## src/axi_line_pkg.sv

```systemverilog
`default_nettype none

package axi_line_pkg;

  localparam int LINE_W  = 512;
  localparam int BEAT_W  = 64;
  localparam int STRB_W  = BEAT_W / 8;
  localparam int BEATS_W = 3;  // Holds beats minus one.
  localparam int ADDR_W  = 32;

  typedef enum logic {
    OP_READ  = 1'b0,
    OP_WRITE = 1'b1
  } op_e;

  // Coded as the AXI size field.
  typedef enum logic [2:0] {
    SIZE_B = 3'd0,
    SIZE_H = 3'd1,
    SIZE_W = 3'd2,
    SIZE_D = 3'd3
  } size_e;

  typedef enum logic [1:0] {
    RESP_OKAY   = 2'b00,
    RESP_EXOKAY = 2'b01,
    RESP_SLVERR = 2'b10,
    RESP_DECERR = 2'b11
  } resp_e;

endpackage

`default_nettype wire

```

## src/line_req_queue.sv

```systemverilog
`default_nettype none

module line_req_queue import axi_line_pkg::*; #(
  parameter int QUEUE_DEPTH = 4
) (
  input  logic                 clock,
  input  logic                 reset,
  input  logic                 req_valid_i,
  output logic                 req_ready_o,
  input  op_e                  req_op_i,
  input  logic [ADDR_W-1:0]    req_addr_i,
  input  size_e                req_size_i,
  input  logic [BEATS_W-1:0]   req_blks_i,
  input  logic [LINE_W-1:0]    req_wdata_i,
  output logic                 q_valid_o,
  input  logic                 q_ready_i,
  output op_e                  q_op_o,
  output logic [ADDR_W-1:0]    q_addr_o,
  output size_e                q_size_o,
  output logic [BEATS_W-1:0]   q_blks_o,
  output logic [LINE_W-1:0]    q_wdata_o
);

  localparam int PTR_W = $clog2(QUEUE_DEPTH);

  op_e                op_mem   [QUEUE_DEPTH];
  logic [ADDR_W-1:0]  addr_mem [QUEUE_DEPTH];
  size_e              size_mem [QUEUE_DEPTH];
  logic [BEATS_W-1:0] blks_mem [QUEUE_DEPTH];
  logic [LINE_W-1:0]  data_mem [QUEUE_DEPTH];

  logic [PTR_W-1:0]   wr_ptr_q;
  logic [PTR_W-1:0]   rd_ptr_q;
  logic [PTR_W:0]     count_q;
  logic               push;
  logic               pop;

  assign req_ready_o = (count_q != (PTR_W + 1)'(QUEUE_DEPTH));
  assign q_valid_o   = (count_q != '0);
  assign push        = req_valid_i && req_ready_o;
  assign pop         = q_valid_o && q_ready_i;

  // The head entry is presented straight from its storage register.
  assign q_op_o    = op_mem[rd_ptr_q];
  assign q_addr_o  = addr_mem[rd_ptr_q];
  assign q_size_o  = size_mem[rd_ptr_q];
  assign q_blks_o  = blks_mem[rd_ptr_q];
  assign q_wdata_o = data_mem[rd_ptr_q];

  always_ff @(posedge clock) begin
    if (push) begin
      op_mem[wr_ptr_q]   <= req_op_i;
      addr_mem[wr_ptr_q] <= req_addr_i;
      size_mem[wr_ptr_q] <= req_size_i;
      blks_mem[wr_ptr_q] <= req_blks_i;
      data_mem[wr_ptr_q] <= req_wdata_i;
    end
  end

  // Pointers wrap on their own since the depth is a power of two.
  always_ff @(posedge clock) begin
    if (reset) begin
      wr_ptr_q <= '0;
      rd_ptr_q <= '0;
      count_q  <= '0;
    end else begin
      if (push) begin
        wr_ptr_q <= wr_ptr_q + 1'b1;
      end
      if (pop) begin
        rd_ptr_q <= rd_ptr_q + 1'b1;
      end
      case ({push, pop})
        2'b10:   count_q <= count_q + 1'b1;
        2'b01:   count_q <= count_q - 1'b1;
        default: count_q <= count_q;
      endcase
    end
  end

endmodule

`default_nettype wire

```

## src/axi_burst_engine.sv

```systemverilog
`default_nettype none

module axi_burst_engine import axi_line_pkg::*; #(
  parameter logic [3:0] AXI_ID = 4'd0
) (
  input  logic                 clock,
  input  logic                 reset,

  input  logic                 q_valid_i,
  output logic                 q_ready_o,
  input  op_e                  q_op_i,
  input  logic [ADDR_W-1:0]    q_addr_i,
  input  size_e                q_size_i,
  input  logic [BEATS_W-1:0]   q_blks_i,
  input  logic [LINE_W-1:0]    q_wdata_i,

  output logic                 resp_valid_o,
  input  logic                 resp_ready_i,
  output op_e                  resp_op_o,
  output resp_e                resp_status_o,
  output logic [LINE_W-1:0]    resp_rdata_o,

  input  logic                 axi_aw_ready_i,
  output logic                 axi_aw_valid_o,
  output logic [ADDR_W-1:0]    axi_aw_addr_o,
  output logic [3:0]           axi_aw_id_o,
  output logic [7:0]           axi_aw_len_o,
  output size_e                axi_aw_size_o,
  output logic [1:0]           axi_aw_burst_o,

  input  logic                 axi_w_ready_i,
  output logic                 axi_w_valid_o,
  output logic [BEAT_W-1:0]    axi_w_data_o,
  output logic [STRB_W-1:0]    axi_w_strb_o,
  output logic                 axi_w_last_o,

  output logic                 axi_b_ready_o,
  input  logic                 axi_b_valid_i,
  input  resp_e                axi_b_resp_i,

  input  logic                 axi_ar_ready_i,
  output logic                 axi_ar_valid_o,
  output logic [ADDR_W-1:0]    axi_ar_addr_o,
  output logic [3:0]           axi_ar_id_o,
  output logic [7:0]           axi_ar_len_o,
  output size_e                axi_ar_size_o,
  output logic [1:0]           axi_ar_burst_o,

  output logic                 axi_r_ready_o,
  input  logic                 axi_r_valid_i,
  input  logic [BEAT_W-1:0]    axi_r_data_i,
  input  resp_e                axi_r_resp_i,
  input  logic                 axi_r_last_i
);

  localparam logic [1:0] BURST_INCR = 2'b01;

  typedef enum logic [2:0] {
    IDLE,
    WR_ADDR,
    WR_DATA,
    WR_RESP,
    RD_ADDR,
    RD_DATA,
    DONE
  } state_e;

  state_e             state_q;
  op_e                op_q;
  logic [ADDR_W-1:0]  addr_q;
  logic [ADDR_W-1:0]  beat_addr_q;  // Address of the beat now on W.
  size_e              size_q;
  logic [BEATS_W-1:0] blks_q;
  logic [BEATS_W-1:0] beat_q;
  logic [LINE_W-1:0]  wline_q;
  logic [LINE_W-1:0]  rline_q;
  resp_e              status_q;
  logic               last_beat;
  logic               accept;
  logic               w_fire;
  logic               r_fire;
  logic               b_fire;

  // Byte lanes that a narrow beat may touch, taken from the size and address.
  function automatic logic [STRB_W-1:0] beat_strb(size_e size, logic [2:0] offset);
    logic [STRB_W-1:0] strb;
    case (size)
      SIZE_B:  strb = 8'h01 << offset;
      SIZE_H:  strb = 8'h03 << {offset[2:1], 1'b0};
      SIZE_W:  strb = 8'h0f << {offset[2], 2'b00};
      default: strb = 8'hff;
    endcase
    return strb;
  endfunction

  assign accept    = (state_q == IDLE) && q_valid_i;
  assign w_fire    = axi_w_valid_o && axi_w_ready_i;
  assign r_fire    = axi_r_valid_i && axi_r_ready_o;
  assign b_fire    = axi_b_valid_i && axi_b_ready_o;
  assign last_beat = (beat_q == blks_q);

  assign q_ready_o = (state_q == IDLE);  // DONE holds the completion, so idle means free.

  assign axi_aw_valid_o = (state_q == WR_ADDR);
  assign axi_aw_addr_o  = addr_q;
  assign axi_aw_id_o    = AXI_ID;
  assign axi_aw_len_o   = {{(8 - BEATS_W){1'b0}}, blks_q};
  assign axi_aw_size_o  = size_q;
  assign axi_aw_burst_o = BURST_INCR;

  assign axi_w_valid_o = (state_q == WR_DATA);
  assign axi_w_data_o  = wline_q[BEAT_W-1:0];  // The line is shifted down once per beat.
  assign axi_w_strb_o  = beat_strb(size_q, beat_addr_q[2:0]);
  assign axi_w_last_o  = (state_q == WR_DATA) && last_beat;

  assign axi_b_ready_o = (state_q == WR_RESP);

  assign axi_ar_valid_o = (state_q == RD_ADDR);
  assign axi_ar_addr_o  = addr_q;
  assign axi_ar_id_o    = AXI_ID;
  assign axi_ar_len_o   = {{(8 - BEATS_W){1'b0}}, blks_q};
  assign axi_ar_size_o  = size_q;
  assign axi_ar_burst_o = BURST_INCR;

  assign axi_r_ready_o = (state_q == RD_DATA);

  assign resp_valid_o  = (state_q == DONE);
  assign resp_op_o     = op_q;
  assign resp_status_o = status_q;
  assign resp_rdata_o  = rline_q;  // Stays zero for a write.

  always_ff @(posedge clock) begin
    if (reset) begin
      state_q <= IDLE;
      beat_q  <= '0;
    end else begin
      case (state_q)
        IDLE: begin
          if (q_valid_i) begin
            state_q <= (q_op_i == OP_WRITE) ? WR_ADDR : RD_ADDR;
            beat_q  <= '0;
          end
        end
        WR_ADDR: begin
          if (axi_aw_ready_i) begin
            state_q <= WR_DATA;
          end
        end
        WR_DATA: begin
          if (axi_w_ready_i) begin
            if (last_beat) begin
              state_q <= WR_RESP;
            end else begin
              beat_q <= beat_q + 1'b1;
            end
          end
        end
        WR_RESP: begin
          if (axi_b_valid_i) begin
            state_q <= DONE;
          end
        end
        RD_ADDR: begin
          if (axi_ar_ready_i) begin
            state_q <= RD_DATA;
          end
        end
        RD_DATA: begin
          if (axi_r_valid_i) begin
            if (axi_r_last_i) begin
              state_q <= DONE;
            end else begin
              beat_q <= beat_q + 1'b1;
            end
          end
        end
        DONE: begin
          if (resp_ready_i) begin
            state_q <= IDLE;
          end
        end
        default: state_q <= IDLE;
      endcase
    end
  end

  always_ff @(posedge clock) begin
    if (accept) begin
      op_q        <= q_op_i;
      addr_q      <= q_addr_i;
      beat_addr_q <= q_addr_i;
      size_q      <= q_size_i;
      blks_q      <= q_blks_i;
      wline_q     <= q_wdata_i;
      rline_q     <= '0;
      status_q    <= RESP_OKAY;
    end
    if (w_fire) begin
      wline_q     <= wline_q >> BEAT_W;
      beat_addr_q <= beat_addr_q + (ADDR_W'(1) << size_q);
    end
    // Only the first response that is not OKAY is kept.
    if (b_fire && status_q == RESP_OKAY) begin
      status_q <= axi_b_resp_i;
    end
    if (r_fire) begin
      rline_q[beat_q*BEAT_W +: BEAT_W] <= axi_r_data_i;
      if (status_q == RESP_OKAY) begin
        status_q <= axi_r_resp_i;
      end
    end
  end

endmodule

`default_nettype wire

```

## src/axi_line_master.sv

```systemverilog
`default_nettype none

module axi_line_master import axi_line_pkg::*; #(
  parameter int         QUEUE_DEPTH = 4,
  parameter logic [3:0] AXI_ID      = 4'd0
) (
  input  logic                 clock,
  input  logic                 reset,

  input  logic                 req_valid_i,
  output logic                 req_ready_o,
  input  op_e                  req_op_i,
  input  logic [ADDR_W-1:0]    req_addr_i,
  input  size_e                req_size_i,
  input  logic [BEATS_W-1:0]   req_blks_i,
  input  logic [LINE_W-1:0]    req_wdata_i,

  output logic                 resp_valid_o,
  input  logic                 resp_ready_i,
  output op_e                  resp_op_o,
  output resp_e                resp_status_o,
  output logic [LINE_W-1:0]    resp_rdata_o,

  input  logic                 axi_aw_ready_i,
  output logic                 axi_aw_valid_o,
  output logic [ADDR_W-1:0]    axi_aw_addr_o,
  output logic [3:0]           axi_aw_id_o,
  output logic [7:0]           axi_aw_len_o,
  output size_e                axi_aw_size_o,
  output logic [1:0]           axi_aw_burst_o,

  input  logic                 axi_w_ready_i,
  output logic                 axi_w_valid_o,
  output logic [BEAT_W-1:0]    axi_w_data_o,
  output logic [STRB_W-1:0]    axi_w_strb_o,
  output logic                 axi_w_last_o,

  output logic                 axi_b_ready_o,
  input  logic                 axi_b_valid_i,
  input  resp_e                axi_b_resp_i,

  input  logic                 axi_ar_ready_i,
  output logic                 axi_ar_valid_o,
  output logic [ADDR_W-1:0]    axi_ar_addr_o,
  output logic [3:0]           axi_ar_id_o,
  output logic [7:0]           axi_ar_len_o,
  output size_e                axi_ar_size_o,
  output logic [1:0]           axi_ar_burst_o,

  output logic                 axi_r_ready_o,
  input  logic                 axi_r_valid_i,
  input  logic [BEAT_W-1:0]    axi_r_data_i,
  input  resp_e                axi_r_resp_i,
  input  logic                 axi_r_last_i
);

  // Head of the request queue as seen by the burst engine.
  logic               q_valid;
  logic               q_ready;
  op_e                q_op;
  logic [ADDR_W-1:0]  q_addr;
  size_e              q_size;
  logic [BEATS_W-1:0] q_blks;
  logic [LINE_W-1:0]  q_wdata;

  line_req_queue #(
    .QUEUE_DEPTH (QUEUE_DEPTH)
  ) u_queue (
    .q_valid_o   (q_valid),
    .q_ready_i   (q_ready),
    .q_op_o      (q_op),
    .q_addr_o    (q_addr),
    .q_size_o    (q_size),
    .q_blks_o    (q_blks),
    .q_wdata_o   (q_wdata),
    .*
  );

  axi_burst_engine #(
    .AXI_ID      (AXI_ID)
  ) u_engine (
    .q_valid_i   (q_valid),
    .q_ready_o   (q_ready),
    .q_op_i      (q_op),
    .q_addr_i    (q_addr),
    .q_size_i    (q_size),
    .q_blks_i    (q_blks),
    .q_wdata_i   (q_wdata),
    .*
  );

endmodule

`default_nettype wire

```

## config.mk

```make
export PLATFORM = sky130hd
export DESIGN_NAME = axi_line_master
export DESIGN_NICKNAME = d
export VERILOG_FILES = /design/src/axi_line_pkg.sv /design/src/line_req_queue.sv /design/src/axi_burst_engine.sv /design/src/axi_line_master.sv
export SDC_FILE = /design/constraint.sdc
export NUM_CORES = 2
export LEC_CHECK = 0
export CAP_MARGIN = 20
export CORE_MARGIN = 2
export CORE_UTILIZATION = 25
export CTS_BUF_LIST = sky130_fd_sc_hd__clkbuf_2
export DETAILED_ROUTE_END_ITERATION = 10
export DONT_BUFFER_PORTS = 1
export GPL_TIMING_DRIVEN = 1
export PLACE_DENSITY_LB_ADDON = 0.15
export SYNTH_ARGS = -nofsm -noshare
export SYNTH_HDL_FRONTEND = slang
export SYNTH_HIERARCHICAL = 1
export SYNTH_SLANG_ARGS = --single-unit
```

## constraint.sdc

```tcl
create_clock -name clock -period 16.2 [get_ports clock]
set_input_delay 3.24 -clock clock [delete_from_list [all_inputs] [get_ports clock]]
set_output_delay 3.24 -clock clock [all_outputs]
set_load 0.01 [all_outputs]
```

==> impl_metrics.json <==
{
  "post_cts_resized": 0,
  "worst-endpoint-arrival_ns": 4.02,
  "multi_input_comb_area_um2": 25200,
  "crit_chain": "or3b_2 -> nor2_1",
  "mean_routed_wirelength_per_cell_um": 28.1,
  "hold-path-cell-count": 2,
  "num_io_pins": 1322,
  "min_from": "u_engine/wline_q[365]",
  "global_route_wire_length_before_repair_um": 572000,
  "worst_slew_pin_slew_ns": 1.19,
  "worstHoldEndpoint": "u_engine/wline_q[301]",
  "cts.sink_count": 3287,
  "slew-limit-headroom_pct": 20.4,
  "routabilityCongestion": 0.904,
  "period_needed_ns": 7.26,
  "antenna_violating_nets_post_route": 0,
  "async_flop_share_pct": 0,
  "slowest_delay_ns": 0.89,
  "port_buffers": 0,
  "synth.top_cells.by_count": "2694 x sky130_fd_sc_hd__edfxtp_1, 1740 x sky130_fd_sc_hd__nand2_1, 593 x sky130_fd_sc_hd__dfxtp_1",
  "placed_cells_incl_taps": 13300,
  "fillers": 49200,
  "cts_buffers": 892,
  "drt_pre_antenna_iters": 6,
  "post-route-cell-area_um2": 136000,
  "synthesis.instances": 7317,
  "die_w_um": 700,
  "area.sequential_um2": 92800,
  "final_setup_fails": 0,
  "grt-ovfl-total": 0,
  "rsz0062_at_grt": "false",
  "yosysWarningCount": 6,
  "slew_viol_final": 0,
  "fin_worst_skew_ns": 0.244,
  "clock_tree.root_cell": "sky130_fd_sc_hd__clkbuf_2",
  "syn_avg_cell_area_um2": 16.5,
  "route.vias.total": 65500,
  "synth_ff_type": "sky130_fd_sc_hd__edfxtp_1",
  "grt_antenna_before_repair": 80,
  "reg2reg_setup_slack_ns": 11.26,
  "insertion_delay_ns": 2.20,
  "most_frequent_cell_after_synthesis": "sky130_fd_sc_hd__edfxtp_1",
  "netlist-cell-type-count": 59,
  "die_height_um": 700,
  "share_of_synthesized_area_occupied_by_flip_flops_and_latches_pct": 76.6,
  "crit_type": "flop to output port",
  "dr.first_iter.drc_count": 4543,
  "power.density_nw_per_um2": 160,
  "floorplan.core_area_um2": 482000,
  "yosysTopAreaCell": "sky130_fd_sc_hd__edfxtp_1",
  "globalRouteTotalUtil_pct": 16.7,
  "cellLeakagePower_nw": 45.1,
  "initial_core_util_pct": 25.1,
  "final_cells": 15000,
  "cts_tree": "built",
  "synth.cell_area_um2": 121000,
  "crit_path_max_fanout": 21,
  "share_of_yosys_cell_area_claimed_by_the_top_area_cell_type_pct": 66.8,
  "min_path_type": "flop to flop",
  "dp.final_hpwl_um": 280000,
  "area_growth_pct": 12.0,
  "setup_crit_end_kind": "output port",
  "status": "complete, no violations",
  "critical_path.slowest_cell": "sky130_fd_sc_hd__dfxtp_1",
  "drv_cap": 0,
  "synth-edff-count": 2694,
  "worst_ep_required_time_ns": 12.96,
  "core.rowCount": 255,
  "hold_viol": 0,
  "post_drt_via_cell_ratio": 4.36,
  "ys_top_cells_by_area": "sky130_fd_sc_hd__edfxtp_1 67%, sky130_fd_sc_hd__mux4_2 10%, sky130_fd_sc_hd__dfxtp_1 9.8%",
  "clock_tree.htree_level_count": 6,
  "peakVddDrop_v": 0.000178,
  "worst_setup_hold_path_clk_slew_ns": 0.10,
  "grt_pass1_vias": 67100,
  "final_layout_size_suffix_gt1_share_pct": 24.9,
  "detail_route.wirelength_um": 422000,
  "grt_start_max_net_pins": 201,
  "cts_max_path_buffers": 4,
  "ff2ff_path_depth": 7,
  "ratio_of_final_minimum_period_to_clock_period_pct": 44.8,
  "worst_hold_slack_ns": 0.377,
  "finalNetCount": 8418,
  "ys_seq_elements": 3287,
  "postCtsSetupRepairBufs": 0,
  "max_freq_ghz": 0.138,
  "finalSetupTns_ns": 0,
  "post-route-drc-count": 0,
  "worstSetupStartpointType": "flop",
  "design.die.area_um2": 490000,
  "crit-reg2reg-capture": "u_engine/wline_q[167]",
  "cts.hold.buffers_added": 0,
  "detailed_place.area_um2": 127000,
  "final_util_pct": 28.1
}
[placed cells by master, fill, tap and decap left out, types with 3 or more instances in the layout]
cell                         synthesis  final
sky130_fd_sc_hd__edfxtp_1         2694   2694
sky130_fd_sc_hd__nand2_1          1740   1738
sky130_fd_sc_hd__clkbuf_2            3   1359
sky130_fd_sc_hd__dfxtp_1           593    590
sky130_fd_sc_hd__mux4_2            551    551
sky130_fd_sc_hd__o21ai_0           522    522
sky130_fd_sc_hd__nand3_1           453    448
sky130_fd_sc_hd__clkinv_1            0    158
sky130_fd_sc_hd__diode_2             0    110
sky130_fd_sc_hd__buf_4             128     81
sky130_fd_sc_hd__a21oi_1            74     74
sky130_fd_sc_hd__clkinv_2            0     23
sky130_fd_sc_hd__conb_1              2     22
sky130_fd_sc_hd__nor2_1             20     19
sky130_fd_sc_hd__buf_12              0     19
sky130_fd_sc_hd__inv_1              19     18
sky130_fd_sc_hd__inv_6               0     15
sky130_fd_sc_hd__ha_1               12     12
sky130_fd_sc_hd__inv_2               0      9
sky130_fd_sc_hd__inv_8               0      8
sky130_fd_sc_hd__bufinv_16           0      7
sky130_fd_sc_hd__clkinvlp_4          0      7
sky130_fd_sc_hd__nor3_1              7      7
sky130_fd_sc_hd__clkinv_8            0      6
sky130_fd_sc_hd__nand3_4             0      5
sky130_fd_sc_hd__xnor2_1             5      5
sky130_fd_sc_hd__clkinv_4            0      4
sky130_fd_sc_hd__o21ai_1             4      4
sky130_fd_sc_hd__and2_4              0      4
sky130_fd_sc_hd__nor3b_1             3      3
sky130_fd_sc_hd__nand2b_1            3      3
sky130_fd_sc_hd__nand4_1             3      3
sky130_fd_sc_hd__a22o_1              3      3
sky130_fd_sc_hd__mux2i_1             3      3
sky130_fd_sc_hd__xor2_1              3      3
[worst max-delay path: cells and delay by family, from the launching register on]
family,cells,cell delay (ns)
AND/OR/NAND/NOR,2,0.95
flip-flops,1,0.89
[worst max path at each step]
stage	from	to	slack (ns)	depth (start not counted)
6_report	u_engine/state_q[1]	axi_w_last_o	8.94	2
5_1_grt	u_engine/state_q[1]	resp_valid_o	8.44	2
4_1_cts	u_engine/state_q[1]	resp_valid_o	8.28	2
3_5_place_dp	req_valid_i	u_queue/data_mem[2][39]	8.77	5
3_3_place_gp	req_valid_i	u_queue/data_mem[2][39]	8.84	5
2_1_floorplan	axi_w_ready_i	u_engine/beat_addr_q[0]	1.73	4
[metal layers]
metal | vias up | global-route usage [%] | part of all wire (%)
met3 | 658 | 6.02 | 8.8
met4 | 30 | 4.57 | 2.2
met1 | 33500 | 21.6 | 42
met2 | 2210 | 26.6 | 46
met5 | - | 0 | 0.12
li1 | 29000 | - | -
[report_power, final]
part | internal [W] | switching, W | total, W
sequential | 0.0110 | 0.000828 | 0.0118
clock | 0.00239 | 0.00362 | 0.00601
combinational | 0.00127 | 0.00263 | 0.00390
total | 0.0146 | 0.00708 | 0.0217
[registers in the layout, summed over array words and instances, names as in the netlist, 4 cells and up, named ones only]
| name | count |
|---|---|
| u_engine/axi_ar_addr_o | 32 |
| u_engine/wline_q | 512 |
| u_queue/blks_mem | 12 |
| u_engine/resp_rdata_o | 512 |
| u_queue/size_mem | 12 |
| u_queue/data_mem | 2048 |
| u_queue/op_mem | 4 |
| u_queue/addr_mem | 128 |
[logic make-up (layout without fill, tap and decap cells)]
logic type,count (synthesis),count (layout),share of synthesized area [%]
compound gates,623,623,2.64
xor+xnor,8,8,0.0579
fa+ha+maj,14,14,0.157
buf+inv,575,1715,2.68
flops,3287,3287,76.6
mux,556,556,10.3
other cells,2,132,0.00620
simple gates,2252,2252,7.55
[layout make-up]
type	instances	area share (%)
antenna	110	0.203
sequential	3287	68.4
multi-input combinational	3475	18.6
timing repair buffer	100	0.729
inverter	19	0.0563
tap	6425	5.93
clock inverter	237	1.01
clock buffer	1359	5.02
[metrics by stage]
| step | total power [W] | setup WS (ns) |
|---|---|---|
| after floorplan | 0.0150 | 1.73 |
| after global placement | 0.0161 | 8.84 |
| after detailed placement | 0.0161 | 8.77 |
| after CTS | 0.0223 | 8.28 |
| after global routing | 0.0230 | 8.44 |
| final | 0.0217 | 8.94 |
(Power assumes the default switching activity.)
